## config.mk

```make
export PLATFORM = sky130hd
export DESIGN_NAME = singletonEliminationTop
export DESIGN_NICKNAME = d
export VERILOG_FILES = /design/src/source/hypercubePkg.sv /design/src/source/graphCapture.sv /design/src/source/neighborDetect.sv /design/src/source/singletonCounter.sv /design/src/source/singletonEliminator.sv /design/src/source/resultAlign.sv /design/src/source/singletonEliminationTop.sv
export SDC_FILE = /design/constraint.sdc
export NUM_CORES = 1
export LEC_CHECK = 0
export BUFFER_PORTS_ARGS = -buffer_cell sky130_fd_sc_hd__buf_2
export CORE_UTILIZATION = 59
export CTS_CLUSTER_DIAMETER = 30
export CTS_CLUSTER_SIZE = 30
export DETAILED_ROUTE_END_ITERATION = 6
export PLACE_DENSITY = 0.77
export SYNTH_ARGS = -nofsm -noshare
export SYNTH_HDL_FRONTEND = slang
export SYNTH_HIERARCHICAL = 1
export SYNTH_SLANG_ARGS = --single-unit
```

## constraint.sdc

```tcl
create_clock -name clk -period 4.15 [get_ports clk]
set_input_delay 0.415 -clock clk [delete_from_list [all_inputs] [get_ports clk]]
set_output_delay 0.415 -clock clk [all_outputs]
set_load 0.005 [all_outputs]
```

## src/source/hypercubePkg.sv

```systemverilog
package hypercubePkg;

    // a graph is a subset of the vertices of the 7-dimensional hypercube
    localparam int vertexCount = 128;

    // every vertex has one neighbour per dimension
    localparam int cubeDim = 7;

    // the graph arrives as four 32-bit beats, lowest vertices first
    localparam int wordWidth = 32;
    localparam int wordsPerGraph = 4;

    // up to 64 singletons fit in the cube (all even-parity vertices), so 7 bits are needed
    localparam int countWidth = 7;

    // cycles from the eliminator input to a valid singleton count
    // one cycle for the neighbour check and five for the population count
    localparam int countLatency = 6;

    // bit i is set when vertex i is part of the graph
    typedef logic [vertexCount-1:0] graphMask;

    // one assembled graph, valid for a single cycle
    typedef struct packed {
        logic     valid;
        graphMask graph;
    } graphItem;

    // the split graph as it leaves the front end
    typedef struct packed {
        logic                  valid;
        graphMask              nonSingletons;
        logic [countWidth-1:0] singletonCount;
    } resultItem;

endpackage

```

## src/source/graphCapture.sv

```systemverilog
module graphCapture import hypercubePkg::*; (
    input  logic                 clk,
    input  logic                 rstN,
    input  logic [wordWidth-1:0] wordIn,
    input  logic                 wordValid,
    input  logic                 wordFirst,
    output graphItem             graphOut
);

    // index of the next beat within the current graph
    logic [1:0] beatCount;
    // set between a wordFirst beat and the last beat of that graph
    logic framed;
    // one-cycle strobe after the last beat has been taken in
    logic graphReady;
    // received words, the newest one enters at the top
    graphMask shiftWords;

    always_ff @(posedge clk or negedge rstN) begin
        if (!rstN) begin
            beatCount <= '0;
            framed <= 1'b0;
            graphReady <= 1'b0;
        end else begin
            graphReady <= 1'b0;
            if (wordValid && wordFirst) begin
                // a first beat always restarts assembly, even in the middle of a graph
                beatCount <= 2'd1;
                framed <= 1'b1;
            end else if (wordValid && framed) begin
                beatCount <= beatCount + 2'd1;
                if (beatCount == 2'(wordsPerGraph - 1)) begin
                    // last beat, so stop framing until the next wordFirst
                    framed <= 1'b0;
                    graphReady <= 1'b1;
                end
            end
        end
    end

    // after four shifts the first beat sits in bits 31:0 and the last one in bits 127:96
    // stray beats outside a frame are not taken in
    always_ff @(posedge clk) begin
        if (wordValid && (wordFirst || framed)) begin
            shiftWords <= {wordIn, shiftWords[vertexCount-1:wordWidth]};
        end
    end

    // the words stay put while the strobe is high, since the next first beat comes later
    assign graphOut = '{valid: graphReady, graph: shiftWords};

endmodule

```

## src/source/neighborDetect.sv

```systemverilog
module neighborDetect import hypercubePkg::*; (
    input  logic     clk,
    input  graphMask graph,
    output graphMask hasNeighbor
);

    // unregistered OR of all neighbours of each vertex
    graphMask anyNeighbor;

    for (genvar v = 0; v < vertexCount; v++) begin : gVertex
        // one bit per dimension, taken from the vertex whose index differs in that bit
        logic [cubeDim-1:0] neighborBits;

        for (genvar d = 0; d < cubeDim; d++) begin : gDim
            // flipping bit d of the index gives the neighbour along dimension d
            assign neighborBits[d] = graph[v ^ (1 << d)];
        end

        // vertex v sees a present neighbour when any of its seven neighbours is set
        assign anyNeighbor[v] = |neighborBits;
    end

    // note that presence of v itself is not checked here
    // the eliminator masks the result with the delayed graph
    always_ff @(posedge clk) begin
        hasNeighbor <= anyNeighbor;
    end

endmodule

```

## src/source/singletonCounter.sv

```systemverilog
module singletonCounter import hypercubePkg::*; (
    input  logic                  clk,
    input  graphMask              singletons,
    output logic [countWidth-1:0] singletonCount
);

    // one bit per vertex pair that differs only in index bit 0
    logic [vertexCount/2-1:0] pairAny;
    // singletons per group of four pairs, which is one 3-subcube
    logic [2:0] quadSum [vertexCount/8];
    // sums over two 3-subcubes, at most 8
    logic [3:0] sumB [vertexCount/16];
    // sums over eight 3-subcubes, at most 32
    logic [5:0] sumC [2];

    // two neighbours can never both be singletons, so each pair holds at most one
    // an OR therefore counts the pair exactly
    always_ff @(posedge clk) begin
        for (int p = 0; p < vertexCount / 2; p++) begin
            pairAny[p] <= singletons[2*p] | singletons[2*p+1];
        end
    end

    // four pairs span a 3-subcube, which can hold four non-adjacent vertices
    // so all four pair bits may be set and the subsum needs 3 bits
    // a lookup table keeps this stage small
    always_ff @(posedge clk) begin
        for (int q = 0; q < vertexCount / 8; q++) begin
            case (pairAny[4*q +: 4])
                4'b0000: quadSum[q] <= 3'd0;
                4'b0001: quadSum[q] <= 3'd1;
                4'b0010: quadSum[q] <= 3'd1;
                4'b0011: quadSum[q] <= 3'd2;
                4'b0100: quadSum[q] <= 3'd1;
                4'b0101: quadSum[q] <= 3'd2;
                4'b0110: quadSum[q] <= 3'd2;
                4'b0111: quadSum[q] <= 3'd3;
                4'b1000: quadSum[q] <= 3'd1;
                4'b1001: quadSum[q] <= 3'd2;
                4'b1010: quadSum[q] <= 3'd2;
                4'b1011: quadSum[q] <= 3'd3;
                4'b1100: quadSum[q] <= 3'd2;
                4'b1101: quadSum[q] <= 3'd3;
                4'b1110: quadSum[q] <= 3'd3;
                default: quadSum[q] <= 3'd4;
            endcase
        end
    end

    // first adder level, sixteen subsums down to eight
    always_ff @(posedge clk) begin
        for (int b = 0; b < vertexCount / 16; b++) begin
            sumB[b] <= quadSum[2*b] + quadSum[2*b+1];
        end
    end

    // four-input adders take eight sums down to two
    // this keeps the whole counter at five register stages
    always_ff @(posedge clk) begin
        for (int c = 0; c < 2; c++) begin
            sumC[c] <= sumB[4*c] + sumB[4*c+1] + sumB[4*c+2] + sumB[4*c+3];
        end
    end

    // final sum, which reaches 64 for the full set of even-parity vertices
    always_ff @(posedge clk) begin
        singletonCount <= sumC[0] + sumC[1];
    end

endmodule

```

## src/source/singletonEliminator.sv

```systemverilog
module singletonEliminator import hypercubePkg::*; (
    input  logic                  clk,
    input  graphMask              graph,
    output graphMask              nonSingletons,
    output logic [countWidth-1:0] singletonCount
);

    // neighbour flags, one cycle after the graph
    graphMask hasNeighbor;
    // graph delayed to line up with the neighbour flags
    graphMask graphD;
    // present vertices without any present neighbour
    graphMask singletons;

    neighborDetect neighborCheck (
        .clk         (clk),
        .graph       (graph),
        .hasNeighbor (hasNeighbor)
    );

    always_ff @(posedge clk) begin
        graphD <= graph;
    end

    // a present vertex is either a singleton or a non-singleton, never both
    assign singletons = graphD & ~hasNeighbor;

    // the non-singleton mask goes on to the component search
    // it is ready two cycles after the graph
    always_ff @(posedge clk) begin
        nonSingletons <= graphD & hasNeighbor;
    end

    // the counter adds five more cycles, so the count lands at cycle 6
    singletonCounter popCount (
        .clk            (clk),
        .singletons     (singletons),
        .singletonCount (singletonCount)
    );

endmodule

```

## src/source/resultAlign.sv

```systemverilog
module resultAlign import hypercubePkg::*; (
    input  logic                  clk,
    input  logic                  rstN,
    input  logic                  graphValid,
    input  graphMask              nonSingletons,
    input  logic [countWidth-1:0] singletonCount,
    output resultItem             result
);

    // valid strobe travelling alongside the graph until the count is ready
    logic [countLatency-1:0] validDelay;
    // the mask arrives at cycle 2, so it waits countLatency - 2 more cycles
    graphMask maskDelay [countLatency-2];

    // output registers
    logic                  validQ;
    graphMask              maskQ;
    logic [countWidth-1:0] countQ;

    // one bit per cycle in flight, so graphs can follow back to back
    always_ff @(posedge clk or negedge rstN) begin
        if (!rstN) begin
            validDelay <= '0;
        end else begin
            validDelay <= {validDelay[countLatency-2:0], graphValid};
        end
    end

    always_ff @(posedge clk) begin
        maskDelay[0] <= nonSingletons;
        for (int s = 1; s < countLatency - 2; s++) begin
            maskDelay[s] <= maskDelay[s-1];
        end
    end

    always_ff @(posedge clk or negedge rstN) begin
        if (!rstN) begin
            validQ <= 1'b0;
        end else begin
            validQ <= validDelay[countLatency-1];
        end
    end

    // the last delay stages of mask and count now belong to the same graph
    always_ff @(posedge clk) begin
        maskQ <= maskDelay[countLatency-3];
        countQ <= singletonCount;
    end

    assign result = '{
        valid:          validQ,
        nonSingletons:  maskQ,
        singletonCount: countQ
    };

endmodule

```

## src/source/singletonEliminationTop.sv

```systemverilog
module singletonEliminationTop import hypercubePkg::*; (
    input  logic                 clk,
    input  logic                 rstN,
    input  logic [wordWidth-1:0] wordIn,
    input  logic                 wordValid,
    input  logic                 wordFirst,
    output resultItem            result
);

    // assembled graph with its one-cycle strobe
    graphItem graphIn;
    // processing results, mask at cycle 2 and count at cycle 6
    graphMask nonSingletons;
    logic [countWidth-1:0] singletonCount;

    graphCapture capture (
        .clk       (clk),
        .rstN      (rstN),
        .wordIn    (wordIn),
        .wordValid (wordValid),
        .wordFirst (wordFirst),
        .graphOut  (graphIn)
    );

    // the eliminator is a plain pipeline and ignores the strobe
    singletonEliminator eliminator (
        .clk            (clk),
        .graph          (graphIn.graph),
        .nonSingletons  (nonSingletons),
        .singletonCount (singletonCount)
    );

    // the strobe bypasses the eliminator and is realigned here
    resultAlign align (
        .clk            (clk),
        .rstN           (rstN),
        .graphValid     (graphIn.valid),
        .nonSingletons  (nonSingletons),
        .singletonCount (singletonCount),
        .result         (result)
    );

endmodule

```

; ---- Word-level counts from Yosys, hierarchy flattened
; Memories as Yosys holds them, arrays and structs flattened. A register that Yosys moved wholly into a read port is not among the register bits.
; Index checks and enable logic that the tools add are counted.
[totals]
reg_bits = 601
ramBits = 604
in_bits = 36
n_memories = 4
[op_classes]
addsub = 16
eq_ne = 225
muxes = 744
n_bitwise = 307
n_reduce_logical = 167
[memory_table]
columns = memory, words, word_bits, read_ports, rd_ports_with_merged_regs, write_ports, line
row1 = align.maskDelay, 4, 128, 4, 1, 4, resultAlign.sv:13  ; graphMask maskDelay [countLatency-2];
row2 = eliminator.popCount.quadSum, 16, 3, 16, 0, 16, singletonCounter.sv:10  ; logic [2:0] quadSum [vertexCount/8];
row3 = eliminator.popCount.sumB, 8, 4, 8, 0, 8, singletonCounter.sv:12  ; logic [3:0] sumB [vertexCount/16];
row4 = eliminator.popCount.sumC, 2, 6, 2, 0, 2, singletonCounter.sv:14  ; logic [5:0] sumC [2];
[ops]
columns = op, count
row1 = 7-bit OR reduction, 128
row2 = 3-bit two-way mux, 240
row3 = 1-bit two-way mux, 502
row4 = 4-bit equality test (second input constant), 112
row5 = 1-bit bitwise OR, 304
row6 = 128-bit bitwise AND, 2
row7 = 4-bit by 3-bit equality test with 1-bit output (second input constant), 64
row8 = 15-bit OR reduction, 16
row9 = 4-bit by 2-bit equality test with 1-bit output (second input constant), 32
row10 = 128-bit NOT, 1
row11 = 4-bit by 1-bit equality test with 1-bit output (second input constant), 16
row12 = 4-bit zero test, 16
row13 = 3-bit by 3-bit adder with 4-bit output, 8
row14 = 5-bit by 4-bit adder with 6-bit output, 2
row15 = 6-bit by 4-bit adder with 6-bit output, 2
row16 = 4-bit by 4-bit adder with 5-bit output, 2
row17 = 6-bit by 6-bit adder with 7-bit output, 1
row18 = 2-bit two-way mux, 2
row19 = 2-bit nonzero test, 2
row20 = 1-bit logical AND, 3
row21 = 2-bit by 1-bit adder with 2-bit output (second input constant), 1
row22 = 2-bit equality test (second input constant), 1
row23 = 2-bit AND reduction, 1
row24 = 1-bit logical OR, 1

; ---- Logic depth before layout (Yosys ltp)
[logic_depth]
ltp_word = 18
ltp_mapped = 8
mapped_depth_nobuf = 8

; ---- By module
; The synthesis kept the hierarchy.
[modules_own_cells]
columns = mod, instances, cells_per_inst, area_per_inst_um2
row1 = resultAlign, 1, 655, 13135.1
row2 = singletonEliminator, 1, 512, 7199.4
row3 = singletonCounter, 1, 520, 6661.4
row4 = neighborDetect, 1, 502, 4386.7
row5 = graphCapture, 1, 146, 4051.4

; ---- Least setup slack after synthesis
; No wires, ideal clock.
[synth_timing]
path_kind = input to register
startpoint = input wordFirst
endpoint = register capture.shiftWords[0] (enable)
arrival_ns = 3.297
t_required_ns = 3.652
slack_ns = 0.355
stages = 1
cell_sequence = o21a_1
[synth_between]
elab_chain_cells = 2
[synth_lines]
columns = element, line
row1 = start: declaration, singletonEliminationTop.sv:6  ; input logic wordFirst,
row2 = 1-bit logical OR, graphCapture.sv:44  ; if (wordValid && (wordFirst || framed)) begin
row3 = 1-bit logical AND, graphCapture.sv:44
row4 = end signal: assignment, graphCapture.sv:45  ; shiftWords <= {wordIn, shiftWords[vertexCount-1:wordWidth]};
row5 = end: declaration, graphCapture.sv:17  ; graphMask shiftWords;
; Every way passes these cells.
; A chain may end at the register's enable or synchronous reset.

==> impl_metrics.json <==
{
  "track_usage_pct": 30.14,
  "grt_pass1_vias": 20210,
  "drive_gt1_share_pct": 27.38,
  "fin_crit_ns": 2.369,
  "die_w_um": 247.1,
  "hold_violations": 0,
  "nets": 2856,
  "synth-edff-count": 176,
  "seqCellArea_sq_um": 28500,
  "ys.flop_type": "dfxtp_1",
  "synth-seq-cells": 1333,
  "clk_latency_ns": 0.73,
  "area_delta_synth_final_pct": 23.76,
  "peakVddDrop_mv": 0.6175,
  "wire_per_inst_um": 24.40,
  "fmax_mhz": 422.2,
  "ys_types": 40,
  "path_max_fanout": 2,
  "worst-setup-path-type": "reg2reg",
  "cts_tree": "yes",
  "cts.htree.levels": 4,
  "clock_path_buffers": 3,
  "cts_buffers": 166,
  "ios": 172,
  "avgSynthCellArea_sq_um": 15.18,
  "fillers": 3485,
  "die_y_um": 247.1,
  "arrival_ns": 3.03,
  "drv_cap": 0,
  "syn_inst": 2335,
  "required_ns": 4.81,
  "yosysTopAreaCellShare_pct": 64.75,
  "num_vias": 18830,
  "grt_most_used_layer": "met2",
  "power_w": 0.03279,
  "core-area_sq_um": 59130,
  "post_cts_resized": 0,
  "drt_iter0_drc": 1135,
  "use_met2_pct": 50.74,
  "globalplace.congestion": 0.9336,
  "timing.slew.headroom_pct": 35.98,
  "use_met3_pct": 5.622,
  "synthesis.area_sq_um": 35430,
  "hold_buffers": 34,
  "startpoint_type": "register",
  "synthTopCellsByArea": "dfxtp_1, edfxtp_1, and2b_2",
  "yosysWarningCount": 6,
  "finalSetupTns_ns": 0,
  "maxSlewViolCount": 0,
  "end_kind": "register",
  "route.detailed.drc": 40,
  "synth.most_common_cell": "dfxtp_1",
  "grt_max_degree": 71,
  "violations": "DRC",
  "post_cts_buffers": 0,
  "port_buffers": 171,
  "rows": 89,
  "cts.sinks": 1333,
  "synthTopCellsByCount": "dfxtp_1, edfxtp_1, nor3_1",
  "grt_overflow": 0,
  "p_per_area_nw_per_um2": 747.7,
  "antenna_found_initial": 4,
  "path_clk_slew_ns": 0.06,
  "met1_usage_pct": 38.36,
  "multi_input_area_sq_um": 6932,
  "fin_crit_sh_pct": 57.07,
  "wirelength_um": 89580,
  "ant_nets": 0,
  "grt_pass1_wl_um": 130200,
  "hp-class": "in2reg",
  "worstMarginPinSlew_ns": 0.9603,
  "synth_area_leader_cell": "dfxtp_1",
  "start_util_pct": 59.93,
  "cts-root-buf": "clkbuf_16",
  "status": "finished, violations left",
  "hpwl_um": 55920,
  "drt-pass1-iter-count": 7,
  "skew_ns": 0.04062,
  "vias_per_cell": 5.128,
  "setup_viol": 0,
  "ys_async_sr_fraction_pct": 0.8252,
  "rsz0062_at_grt": "false",
  "dieArea_sq_um": 61040,
  "synth_seq_area_share_pct": 80.44,
  "leakagePower_nw": 18.66
}
[stage by stage]
step,setup slack (ns),cell area (sq um),cells,hold WS (ns),util (%)
floorplan,0.3551,35610,2382,0.1194,-
global placement,1.867,37450,3325,0.2933,63.33
detailed placement,1.816,37450,3325,0.2986,63.33
CTS,1.785,43840,3669,0.03422,74.15
global route,1.570,43840,3669,0.07813,74.15
finish,1.782,43850,3672,0.09736,74.16
[cells by family (layout without fill, tap and decap cells)]
group | count (synthesis) | count (layout) | synth area share, %
AND/OR/NAND/NOR | 773 | 773 | 13.43
XOR/XNOR | 63 | 63 | 1.557
AO/OA/AOI/OAI | 36 | 36 | 0.7345
other | 1 | 51 | 0.01058
adder cells (fa/ha/maj) | 82 | 82 | 3.312
buffers and inverters | 47 | 561 | 0.5190
flip-flops | 1333 | 1333 | 80.44
[report_power, final]
part,switching [W],internal [W]
clock,0.00593,0.00930
combinational,0.000856,0.000734
sequential,0.00117,0.0148
total,0.00796,0.0248
[registers in the layout, indices dropped and copies added, names as in the netlist, 12 cells and up]
signal                                flops
eliminator/popCount/quadSum              48
capture/shiftWords                      128
eliminator/popCount/pairAny              64
eliminator/nonSingletons                128
eliminator/graphD                       128
eliminator/popCount/sumC                 12
align/maskQ                             128
align/maskDelay                         512
eliminator/neighborCheck/hasNeighbor    128
eliminator/popCount/sumB                 32
[metal layers]
layer	share of wire (%)	vias to the layer above	routed length, um
met5	0.012	-	11
li1	-	8650	-
met2	49	737	44060
met4	3.2	2	2851
met1	41	9268	37170
met3	6.1	172	5493
[cells in the final DEF (no fill, tap or decap), types with 34 or more instances in the layout]
cell type	synthesis	routed
dfxtp_1	1146	1146
edfxtp_1	176	176
clkbuf_16	0	173
buf_2	0	171
nor3_1	138	138
and2b_2	126	126
and2_2	126	126
nor2_1	125	125
nand3_1	72	72
or2_2	64	64
conb_1	1	48
xnor2_1	47	47
inv_1	45	45
ha_1	41	41
nand2_1	35	35
nor4_1	34	34
dlygate4sd3_1	0	34
[layout make-up]
type	instances	share of cell area [%]
sequential	1333	65.00
timing repair buffer	206	2.773
clock buffer	193	10.27
clock inverter	117	3.544
tap	773	2.206
multi-input combinational	1002	15.81
antenna	3	0.01712
inverter	45	0.3852
[path summary, 6_finish.rpt]
path	startpoint	end	slack, ns	cells after the start
max reg2reg	eliminator/popCount/sumB[1][1]	eliminator/popCount/sumC[0][11]	1.78	8
min	wordValid	capture/beatCount[1]	0.1	2
min reg2reg	align/maskDelay[2][25]	align/maskDelay[3][25]	0.31	0
max in group asynchronous	rstN	align/validDelay[4]	3.82	2
min in group asynchronous	rstN	align/validDelay[5]	0.12	2
max	eliminator/popCount/sumB[1][1]	eliminator/popCount/sumC[0][11]	1.78	8
[critical path, stage by stage, from the launching register on]
cell      delay, ns
dfxtp_1        0.32
fa_1           0.49
fa_1           0.50
ha_1           0.19
inv_1          0.07
fa_1           0.45
nor2b_1        0.12
o21ai_0        0.08
nand2b_1       0.08
Power figures use the tool's default switching activity.
